`src/source/mem_hier_params.svh`:
```
`ifndef MEM_HIER_PARAMS_SVH
`define MEM_HIER_PARAMS_SVH

// line address width
`define ADDR_BITS 32

// every access moves one full line
`define CL_BITS 128

// 16 direct-mapped lines in the L2
`define LG_L2_LINES 4

`define CNT_BITS 64

`endif

```
`src/source/mem_hier_pkg.sv`:
```
`default_nettype none

package mem_hier_pkg;

   // matches the 4-bit opcode field of the memory port
   typedef enum logic [3:0] {
      MEM_LOAD  = 4'd0,
      MEM_STORE = 4'd1
   } mem_op_t;

   typedef enum logic [2:0] {
      FLUSH_IDLE       = 3'd0,
      WAIT_FOR_L1D_L1I = 3'd1,
      GOT_L1D          = 3'd2,
      GOT_L1I          = 3'd3,
      FLUSH_L2         = 3'd4
   } flush_state_t;

   typedef enum logic [2:0] {
      L2_IDLE       = 3'd0,
      L2_LOOKUP     = 3'd1,
      L2_WRITEBACK  = 3'd2,
      L2_FILL       = 3'd3,
      L2_RESPOND    = 3'd4,
      L2_FLUSH_SCAN = 3'd5,
      L2_FLUSH_WB   = 3'd6
   } l2_state_t;

endpackage

`default_nettype wire

```
`src/source/l2_req_if.sv`:
```
`default_nettype none
`include "mem_hier_params.svh"

interface l2_req_if
   import mem_hier_pkg::*;
   ();

   logic                  valid;      // held until done
   logic [`ADDR_BITS-1:0] addr;
   mem_op_t               op;
   logic [`CL_BITS-1:0]   store_data;
   logic                  done;       // one-cycle pulse
   logic [`CL_BITS-1:0]   load_data;

   modport arb (output valid, addr, op, store_data, input done, load_data);
   modport l2 (input valid, addr, op, store_data, output done, load_data);

endinterface

`default_nettype wire

```
`src/source/l1_arbiter.sv`:
```
`default_nettype none
`include "mem_hier_params.svh"

module l1_arbiter
   import mem_hier_pkg::*;
(
   input  logic                  clk,
   input  logic                  reset,
   input  logic                  l1i_req,
   input  logic [`ADDR_BITS-1:0] l1i_addr,
   input  logic                  l1d_req,
   input  logic [`ADDR_BITS-1:0] l1d_addr,
   input  mem_op_t               l1d_opcode,
   input  logic [`CL_BITS-1:0]   l1d_store_data,
   input  logic                  in_flush_mode,
   output logic                  l1i_rsp_valid,
   output logic                  l1d_rsp_valid,
   output logic [`CL_BITS-1:0]   load_data,
   l2_req_if.arb                 req
);

   logic                  r_valid;
   logic                  r_owner_d;
   logic                  r_block_i, r_block_d;
   logic [`ADDR_BITS-1:0] r_addr;
   mem_op_t               r_op;
   logic [`CL_BITS-1:0]   r_store_data;

   wire w_idle = !r_valid && !in_flush_mode;
   wire w_take_d = w_idle && l1d_req && !r_block_d;  // l1d wins a tie
   wire w_take_i = w_idle && l1i_req && !r_block_i && !w_take_d;

   assign req.valid = r_valid;
   assign req.addr = r_addr;
   assign req.op = r_op;
   assign req.store_data = r_store_data;

   assign l1i_rsp_valid = req.done && !r_owner_d;
   assign l1d_rsp_valid = req.done && r_owner_d;
   assign load_data = req.load_data;

   always_ff @(posedge clk)
   begin
      if (reset)
      begin
         r_valid <= 1'b0;
         r_owner_d <= 1'b0;
         r_block_i <= 1'b0;
         r_block_d <= 1'b0;
      end
      else
      begin
         if (r_valid && req.done)
            r_valid <= 1'b0;
         else if (w_take_d || w_take_i)
         begin
            r_valid <= 1'b1;
            r_owner_d <= w_take_d;
         end
         // served requester must drop req once before it is taken again
         r_block_i <= l1i_req && (r_block_i || l1i_rsp_valid);
         r_block_d <= l1d_req && (r_block_d || l1d_rsp_valid);
      end
   end

   always_ff @(posedge clk)
   begin
      if (w_take_d)
      begin
         r_addr <= l1d_addr;
         r_op <= l1d_opcode;
         r_store_data <= l1d_store_data;
      end
      else if (w_take_i)
      begin
         r_addr <= l1i_addr;
         r_op <= MEM_LOAD;  // instruction side only reads
      end
   end

endmodule

`default_nettype wire

```
`src/source/flush_sequencer.sv`:
```
`default_nettype none

module flush_sequencer
   import mem_hier_pkg::*;
(
   input  logic clk,
   input  logic reset,
   input  logic flush_req_l1i,
   input  logic flush_req_l1d,
   input  logic l1i_flush_complete,
   input  logic l1d_flush_complete,
   input  logic l2_flush_done,
   output logic in_flush_mode,
   output logic l2_flush_start
);

   flush_state_t r_state, n_state;
   logic         r_flush, n_flush;
   logic         r_flush_l2, n_flush_l2;

   assign in_flush_mode = r_flush;
   assign l2_flush_start = r_flush_l2;

   always_ff @(posedge clk)
   begin
      if (reset)
      begin
         r_state <= FLUSH_IDLE;
         r_flush <= 1'b0;
         r_flush_l2 <= 1'b0;
      end
      else
      begin
         r_state <= n_state;
         r_flush <= n_flush;
         r_flush_l2 <= n_flush_l2;
      end
   end

   // GOT_x means x needs nothing more, the other L1 is still owed
   always_comb
   begin
      n_state = r_state;
      n_flush = r_flush;
      n_flush_l2 = 1'b0;
      case (r_state)
         FLUSH_IDLE:
         begin
            if (flush_req_l1i || flush_req_l1d)
               n_flush = 1'b1;
            if (flush_req_l1i && flush_req_l1d)
               n_state = WAIT_FOR_L1D_L1I;
            else if (flush_req_l1i)
               n_state = GOT_L1D;
            else if (flush_req_l1d)
               n_state = GOT_L1I;
         end
         WAIT_FOR_L1D_L1I:
         begin
            if (l1d_flush_complete && l1i_flush_complete)
            begin
               n_state = FLUSH_L2;
               n_flush_l2 = 1'b1;
            end
            else if (l1d_flush_complete)
               n_state = GOT_L1D;
            else if (l1i_flush_complete)
               n_state = GOT_L1I;
         end
         GOT_L1D:
         begin
            if (l1i_flush_complete)
            begin
               n_state = FLUSH_L2;
               n_flush_l2 = 1'b1;
            end
         end
         GOT_L1I:
         begin
            if (l1d_flush_complete)
            begin
               n_state = FLUSH_L2;
               n_flush_l2 = 1'b1;
            end
         end
         FLUSH_L2:
         begin
            if (l2_flush_done)
            begin
               n_state = FLUSH_IDLE;
               n_flush = 1'b0;  // drops the cycle after done
            end
         end
         default:
            n_state = FLUSH_IDLE;
      endcase
   end

endmodule

`default_nettype wire

```
`src/source/l2_cache.sv`:
```
`default_nettype none
`include "mem_hier_params.svh"

module l2_cache
   import mem_hier_pkg::*;
(
   input  logic                  clk,
   input  logic                  reset,
   l2_req_if.l2                  req,
   input  logic                  l2_flush_start,
   output logic                  l2_flush_done,
   output logic                  mem_req_valid,
   output logic [`ADDR_BITS-1:0] mem_req_addr,
   output logic [`CL_BITS-1:0]   mem_req_store_data,
   output mem_op_t               mem_req_opcode,
   input  logic                  mem_rsp_valid,
   input  logic [`CL_BITS-1:0]   mem_rsp_load_data,
   output logic [`CNT_BITS-1:0]  l2_cache_accesses,
   output logic [`CNT_BITS-1:0]  l2_cache_hits
);

   localparam L2_LINES = 1 << `LG_L2_LINES;
   localparam TAG_BITS = `ADDR_BITS - `LG_L2_LINES;

   l2_state_t               r_state, n_state;
   logic [L2_LINES-1:0]     r_line_valid, r_line_dirty;
   logic [TAG_BITS-1:0]     r_tag [0:L2_LINES-1];
   logic [`CL_BITS-1:0]     r_data [0:L2_LINES-1];
   logic [`LG_L2_LINES-1:0] r_scan_idx, n_scan_idx;
   logic                    r_flush_pend, r_flush_done;
   logic [`CL_BITS-1:0]     r_load_data;
   logic                    r_mem_req_valid;
   logic [`ADDR_BITS-1:0]   r_mem_addr;
   logic [`CL_BITS-1:0]     r_mem_data;
   mem_op_t                 r_mem_op;
   logic [`CNT_BITS-1:0]    r_accesses, r_hits;

   logic                    t_mem_req;
   logic [`ADDR_BITS-1:0]   t_mem_addr;
   logic [`CL_BITS-1:0]     t_mem_data;
   mem_op_t                 t_mem_op;
   logic                    t_fill, t_fill_dirty;
   logic [`CL_BITS-1:0]     t_fill_data;
   logic                    t_latch_load;
   logic [`CL_BITS-1:0]     t_load_value;
   logic                    t_count, t_count_hit;
   logic                    t_miss_next, t_scan_next;
   logic                    t_flush_begin, t_flush_end;

   wire [`LG_L2_LINES-1:0] w_idx = req.addr[`LG_L2_LINES-1:0];
   wire [TAG_BITS-1:0] w_tag = req.addr[`ADDR_BITS-1:`LG_L2_LINES];
   wire w_hit = r_line_valid[w_idx] && (r_tag[w_idx] == w_tag);
   wire w_victim_dirty = r_line_valid[w_idx] && r_line_dirty[w_idx];
   wire w_scan_dirty = r_line_valid[r_scan_idx] && r_line_dirty[r_scan_idx];

   assign req.done = (r_state == L2_RESPOND);
   assign req.load_data = r_load_data;
   assign l2_flush_done = r_flush_done;
   assign mem_req_valid = r_mem_req_valid;
   assign mem_req_addr = r_mem_addr;
   assign mem_req_store_data = r_mem_data;
   assign mem_req_opcode = r_mem_op;
   assign l2_cache_accesses = r_accesses;
   assign l2_cache_hits = r_hits;

   always_comb
   begin
      n_state = r_state;
      n_scan_idx = r_scan_idx;
      t_mem_req = 1'b0;
      t_mem_addr = req.addr;
      t_mem_data = req.store_data;
      t_mem_op = MEM_LOAD;
      t_fill = 1'b0;
      t_fill_dirty = 1'b0;
      t_fill_data = req.store_data;
      t_latch_load = 1'b0;
      t_load_value = r_data[w_idx];
      t_count = 1'b0;
      t_count_hit = 1'b0;
      t_miss_next = 1'b0;
      t_scan_next = 1'b0;
      t_flush_begin = 1'b0;
      t_flush_end = 1'b0;
      case (r_state)
         L2_IDLE:
         begin
            if (req.valid)
               n_state = L2_LOOKUP;
            else if (r_flush_pend)
            begin
               t_flush_begin = 1'b1;
               n_scan_idx = '0;
               n_state = L2_FLUSH_SCAN;
            end
         end
         L2_LOOKUP:
         begin
            t_count = 1'b1;
            if (w_hit)
            begin
               t_count_hit = 1'b1;
               n_state = L2_RESPOND;
               if (req.op == MEM_STORE)
               begin
                  t_fill = 1'b1;
                  t_fill_dirty = 1'b1;
               end
               else
                  t_latch_load = 1'b1;
            end
            else if (w_victim_dirty)
            begin
               t_mem_req = 1'b1;  // evict first
               t_mem_addr = {r_tag[w_idx], w_idx};
               t_mem_data = r_data[w_idx];
               t_mem_op = MEM_STORE;
               n_state = L2_WRITEBACK;
            end
            else
               t_miss_next = 1'b1;
         end
         L2_WRITEBACK:
            t_miss_next = mem_rsp_valid;
         L2_FILL:
         begin
            if (mem_rsp_valid)
            begin
               t_fill = 1'b1;
               t_fill_data = mem_rsp_load_data;
               t_latch_load = 1'b1;
               t_load_value = mem_rsp_load_data;
               n_state = L2_RESPOND;
            end
         end
         L2_RESPOND:
            n_state = L2_IDLE;
         L2_FLUSH_SCAN:
         begin
            if (w_scan_dirty)
            begin
               t_mem_req = 1'b1;
               t_mem_addr = {r_tag[r_scan_idx], r_scan_idx};
               t_mem_data = r_data[r_scan_idx];
               t_mem_op = MEM_STORE;
               n_state = L2_FLUSH_WB;
            end
            else
               t_scan_next = 1'b1;
         end
         L2_FLUSH_WB:
         begin
            if (mem_rsp_valid)
            begin
               n_state = L2_FLUSH_SCAN;
               t_scan_next = 1'b1;
            end
         end
         default:
            n_state = L2_IDLE;
      endcase

      if (t_miss_next)
      begin
         if (req.op == MEM_STORE)
         begin
            t_fill = 1'b1;  // full line store, nothing to fetch
            t_fill_dirty = 1'b1;
            n_state = L2_RESPOND;
         end
         else
         begin
            t_mem_req = 1'b1;
            n_state = L2_FILL;
         end
      end

      if (t_scan_next)
      begin
         if (&r_scan_idx)
         begin
            t_flush_end = 1'b1;
            n_state = L2_IDLE;
         end
         else
            n_scan_idx = r_scan_idx + 1'b1;
      end
   end

   always_ff @(posedge clk)
   begin
      if (reset)
      begin
         r_state <= L2_IDLE;
         r_line_valid <= '0;
         r_line_dirty <= '0;
         r_scan_idx <= '0;
         r_flush_pend <= 1'b0;
         r_flush_done <= 1'b0;
         r_mem_req_valid <= 1'b0;
         r_accesses <= '0;
         r_hits <= '0;
      end
      else
      begin
         r_state <= n_state;
         r_scan_idx <= n_scan_idx;
         r_flush_done <= t_flush_end;
         r_mem_req_valid <= t_mem_req;
         if (l2_flush_start)
            r_flush_pend <= 1'b1;  // may arrive while a request is in service
         else if (t_flush_begin)
            r_flush_pend <= 1'b0;
         if (t_count)
            r_accesses <= r_accesses + 1'b1;
         if (t_count_hit)
            r_hits <= r_hits + 1'b1;
         if (t_fill)
         begin
            r_line_valid[w_idx] <= 1'b1;
            r_line_dirty[w_idx] <= t_fill_dirty;
         end
         if (t_scan_next)
         begin
            r_line_valid[r_scan_idx] <= 1'b0;
            r_line_dirty[r_scan_idx] <= 1'b0;
         end
      end
   end

   always_ff @(posedge clk)
   begin
      if (t_fill)
      begin
         r_tag[w_idx] <= w_tag;
         r_data[w_idx] <= t_fill_data;
      end
      if (t_latch_load)
         r_load_data <= t_load_value;
      if (t_mem_req)
      begin
         r_mem_addr <= t_mem_addr;
         r_mem_data <= t_mem_data;
         r_mem_op <= t_mem_op;
      end
   end

endmodule

`default_nettype wire

```
`src/source/mem_hier.sv`:
```
`default_nettype none
`include "mem_hier_params.svh"

module mem_hier
   import mem_hier_pkg::*;
(
   input  logic                  clk,
   input  logic                  reset,
   input  logic                  l1i_req,
   input  logic [`ADDR_BITS-1:0] l1i_addr,
   input  logic                  l1d_req,
   input  logic [`ADDR_BITS-1:0] l1d_addr,
   input  mem_op_t               l1d_opcode,
   input  logic [`CL_BITS-1:0]   l1d_store_data,
   output logic                  l1i_rsp_valid,
   output logic                  l1d_rsp_valid,
   output logic [`CL_BITS-1:0]   load_data,
   input  logic                  flush_req_l1i,
   input  logic                  flush_req_l1d,
   input  logic                  l1i_flush_complete,
   input  logic                  l1d_flush_complete,
   output logic                  in_flush_mode,
   output logic                  l2_flush_done,
   output logic                  mem_req_valid,
   output logic [`ADDR_BITS-1:0] mem_req_addr,
   output logic [`CL_BITS-1:0]   mem_req_store_data,
   output mem_op_t               mem_req_opcode,
   input  logic                  mem_rsp_valid,
   input  logic [`CL_BITS-1:0]   mem_rsp_load_data,
   output logic [`CNT_BITS-1:0]  l2_cache_accesses,
   output logic [`CNT_BITS-1:0]  l2_cache_hits
);

   logic l2_flush_start;

   l2_req_if l2_req ();

   l1_arbiter arb (
      .clk(clk),
      .reset(reset),
      .l1i_req(l1i_req),
      .l1i_addr(l1i_addr),
      .l1d_req(l1d_req),
      .l1d_addr(l1d_addr),
      .l1d_opcode(l1d_opcode),
      .l1d_store_data(l1d_store_data),
      .in_flush_mode(in_flush_mode),
      .l1i_rsp_valid(l1i_rsp_valid),
      .l1d_rsp_valid(l1d_rsp_valid),
      .load_data(load_data),
      .req(l2_req)
   );

   flush_sequencer flush_seq (
      .clk(clk),
      .reset(reset),
      .flush_req_l1i(flush_req_l1i),
      .flush_req_l1d(flush_req_l1d),
      .l1i_flush_complete(l1i_flush_complete),
      .l1d_flush_complete(l1d_flush_complete),
      .l2_flush_done(l2_flush_done),
      .in_flush_mode(in_flush_mode),
      .l2_flush_start(l2_flush_start)
   );

   l2_cache l2cache (
      .clk(clk),
      .reset(reset),
      .req(l2_req),
      .l2_flush_start(l2_flush_start),
      .l2_flush_done(l2_flush_done),
      .mem_req_valid(mem_req_valid),
      .mem_req_addr(mem_req_addr),
      .mem_req_store_data(mem_req_store_data),
      .mem_req_opcode(mem_req_opcode),
      .mem_rsp_valid(mem_rsp_valid),
      .mem_rsp_load_data(mem_rsp_load_data),
      .l2_cache_accesses(l2_cache_accesses),
      .l2_cache_hits(l2_cache_hits)
   );

endmodule

`default_nettype wire

```
`config.mk`:
```
export PLATFORM = sky130hd
export DESIGN_NAME = mem_hier
export DESIGN_NICKNAME = d
export VERILOG_FILES = /design/src/source/mem_hier_pkg.sv /design/src/source/l2_req_if.sv /design/src/source/l1_arbiter.sv /design/src/source/flush_sequencer.sv /design/src/source/l2_cache.sv /design/src/source/mem_hier.sv
export VERILOG_INCLUDE_DIRS = /design/src /design/src/source
export SDC_FILE = /design/constraint.sdc
export NUM_CORES = 2
export LEC_CHECK = 0
export CORE_MARGIN = 4
export CORE_UTILIZATION = 50
export DETAILED_ROUTE_END_ITERATION = 10
export DONT_BUFFER_PORTS = 1
export PLACE_DENSITY = 0.73
export SKIP_CTS_REPAIR_TIMING = 1
export SLEW_MARGIN = 20
export SYNTH_ARGS = -nofsm -noshare
export SYNTH_HDL_FRONTEND = slang
export SYNTH_SLANG_ARGS = --single-unit
```
`constraint.sdc`:
```
create_clock -name clk -period 12.3 [get_ports clk]
set_input_delay 2.46 -clock clk [delete_from_list [all_inputs] [get_ports clk]]
set_output_delay 2.46 -clock clk [all_outputs]
set_load 0.1 [all_outputs]
```
==> results_dict.tcl <==
set metrics [dict create \
    status "complete, no violations" \
    place_congestion 0.904 \
    skew_ns 0.0584 \
    fmax_ghz 0.129 \
    synth_compound_area_share_pct 3.35 \
    crit_family "buffers and inverters" \
    grt_pass1_wl_um 575000 \
    finalWirelength_um 396000 \
    pwr-share-comb_pct 19.0 \
    fin_util_pct 56.0 \
    insertion_delay_ns 0.93 \
    wl_met3_um 44500 \
    setup_tns_ns 0 \
    wl_met2_um 191000 \
    critPathKind "reg2reg" \
    worstPathMaxFanout 64 \
    cts.sinks 3132 \
    fp-row-count 195 \
    finalMaxSlewViolations 0 \
    wire_per_inst_um 34.2 \
    die_w_um 542 \
    crit_path_max_incr_delay_ns 0.80 \
    synth_area_sq_mm 0.142 \
    drc 0 \
    post-route-period-util_pct 63.3 \
    yosys.area.top_type "edfxtp_1" \
    area_delta_synth_final_pct 11.2 \
    synthCells 7505 \
    initialDrtViolationCount 10600 \
    root_buffer "clkbuf_16" \
    p_sw_mw 9.48 \
    synth_xor_area_share_pct 0.473 \
    vdd_drop_max_mv 0.141 \
    vias 79100 \
    power_density_mw_per_mm2 191 \
    synth_cell_types 78 \
    mostFrequentLayoutCell "edfxtp_1" \
    p_sw_share_pct 31.4 \
    p_leak_nw 48.8 \
    met1_length_um 146000 \
    yosysSeqAreaShare_pct 64.7 \
    power_mw 30.2 \
    drive_gt1_share_pct 32.3 \
    htree_levels 5 \
    grt.total_usage_pct 26.7 \
    startpoint_type "register" \
    p_int_mw 20.7 \
    clockPowerShare_pct 33.2 \
    synth_top_area_share_pct 62.2 \
    die-area_sq_mm 0.294 \
    vias_per_cell 6.83 \
    synthMuxAreaShare_pct 25.5 \
    synthAdderAreaFrac_pct 0.0527 \
    endpoint_kind "register" \
    dp.cells 11000 \
    setup_slack_ns 4.52 \
    layout_common_cells "2949 x edfxtp_1, 1511 x mux4_2, 452 x nand2_1" \
    pre_cts_ws_ns 4.57 \
    slew_headroom_pct 20.7 \
    multiInputGateArea_sq_mm 0.0471 \
    yosys-top-cells-area "edfxtp_1 62%, mux4_2 24%, dfxtp_1 2.6%" \
    nets 7898 \
    crit_path_top_delay_cell "dfxtp_4" \
    first_pass_iters 6 \
    dpl.hpwl_um 228000 \
    min_path_type "reg2reg" \
    io_buffers 0 \
    setup_viol 0 \
    synth_seq_cells 3132 \
    grt_max_degree 220 \
    clk_pin_slew_worst_paths_ns 0.06 \
    cts_buffers 334 \
    hold_violations 0 \
    ant_nets 0 \
    tightest_slew_ns 1.19 \
    rsz0062_at_grt "false" \
    path_common_cell "buf_4" \
    num_io_pins 758 \
    grt_overflow 0 \
    maxCapViolations 0 \
    core-area_sq_mm 0.283 \
    antenna_found_initial 17 \
    synthArstFlopShare_pct 0 \
    ff_latch_area_sq_mm 0.0923 \
    critical_path_buf_inv_count 6 \
    synth_top_family_by_area "multiplexers" \
    crit_chain "buf_4, buf_4, nor2b_1, a22oi_1, a211o_1, o311ai_0, or4_1, nor4_1, nand4_1, buf_4, a21o_1, inv_8, buf_4, buf_4" \
    ys_warn_count 0 \
    worstPathArrival_ns 8.30 \
    synth_flop_cell "edfxtp_1" \
    cts_tree "built" \
    initial_core_util_pct 50.3 \
    clockBufferDepth 4 \
    top_layer "met5" \
    synth-simple-area-share_pct 3.43 \
    sequentialPowerShare_pct 47.7 \
    die_y_um 542 \
    grt_pass1_vias 81300 \
    fin_crit_ns 7.78 \
    synth.avg_cell_area_sq_um 19.0 \
    fill_cells 20900 \
    crit_required_ns 12.82 \
    fin_cells 11600 \
    synth_edf_count 2949 \
]
## cells in the mapped netlist, types with 10 or more instances
cell type,count
buf_2,45
mux2_1,16
nor3_1,42
or3_1,17
nor4_1,39
edfxtp_1,2949
o211ai_1,10
mux2_2,107
o21ai_0,306
dfxtp_1,183
o221ai_2,80
o21a_1,16
nor2_1,216
a21oi_1,87
inv_1,301
nand2b_1,12
nor2b_1,65
xor2_1,33
a21o_1,14
clkbuf_1,357
a22oi_1,33
buf_1,90
o221ai_1,57
mux4_2,1511
and4_1,17
nand3_1,68
and2_1,34
buf_6,22
xnor2_1,44
nand2_1,453
mux2i_1,98
buf_4,19
and3_1,23
nand4_1,35
## area by class of cell
cell class                 instances  share of cell area, %
antenna                           15                 0.0237
clock buffer                     397                   5.51
clock inverter                   209                   1.37
inverter                         304                  0.768
multi-input combinational       3537                   29.8
sequential                      3132                   58.2
tap                             3743                   2.96
timing repair buffer             250                   1.37
## worst min-delay path: stages, from the launching register on
cell     delay (ns)
dfxtp_1        0.31
inv_1          0.06
a21oi_1        0.06
## state kept, by name, indices dropped and copies added (netlist names), 4 cells and up, named ones only
name	count
l2cache.mem_req_addr	32
l2cache.r_scan_idx	4
l2cache.r_line_valid	16
l2cache.mem_req_store_data	128
l2cache.req.load_data	128
arb.req.addr	32
l2cache.r_tag	448
l2cache.r_data	2048
l2cache.r_line_dirty	16
l2cache.l2_cache_hits	64
l2cache.l2_cache_accesses	64
arb.req.store_data	128
arb.req.op	4
## path summary, 6_finish.rpt
kind,start,end,slack [ns],cells after the start
min,l2cache.r_line_valid[12]$_SDFF_PP0_,l2cache.r_line_valid[12]$_SDFF_PP0_,0.48,2
max,register,l2cache.r_data[12][88]$_DFFE_PP_,4.52,14
min reg2reg,l2cache.r_line_valid[12]$_SDFF_PP0_,l2cache.r_line_valid[12]$_SDFF_PP0_,0.48,2
max reg2reg,register,l2cache.r_data[12][88]$_DFFE_PP_,4.52,14
## logic make-up (layout without fill, tap and decap cells)
| logic type | count (synthesis) | after routing |
|---|---|---|
| other cells | 1 | 18 |
| buf+inv | 838 | 1160 |
| mux | 1732 | 1732 |
| simple gates | 1050 | 1050 |
| fa+ha+maj | 6 | 6 |
| flops | 3132 | 3132 |
| xor+xnor | 77 | 77 |
| compound gates | 669 | 669 |
## routing by layer
metal  vias up  GRT usage [%]
met4         8           9.75
met5         -              0
met2      5188           42.2
met1     41600           36.5
met3       808           6.42
li1      31500              -
## power groups by stage
| stage | sequential, mW | clock (mW) | combinational (mW) |
|---|---|---|---|
| floorplan | 14.4 | 0 | 4.04 |
| global placement | 14.6 | 0 | 5.64 |
| detailed placement | 14.6 | 0 | 5.70 |
| CTS | 14.4 | 10.2 | 5.74 |
| global route | 14.5 | 10.7 | 6.11 |
| finish | 14.4 | 10.0 | 5.74 |
## per-stage QoR
step,hold slack [ns],instance area (sq um)
3_3_place_gp,0.461,147000
5_1_grt,0.509,158000
3_5_place_dp,0.470,147000
4_1_cts,0.480,158000
2_1_floorplan,0.413,142000
6_report,0.482,158000
Note: power is estimated with default switching activity, not from simulation.
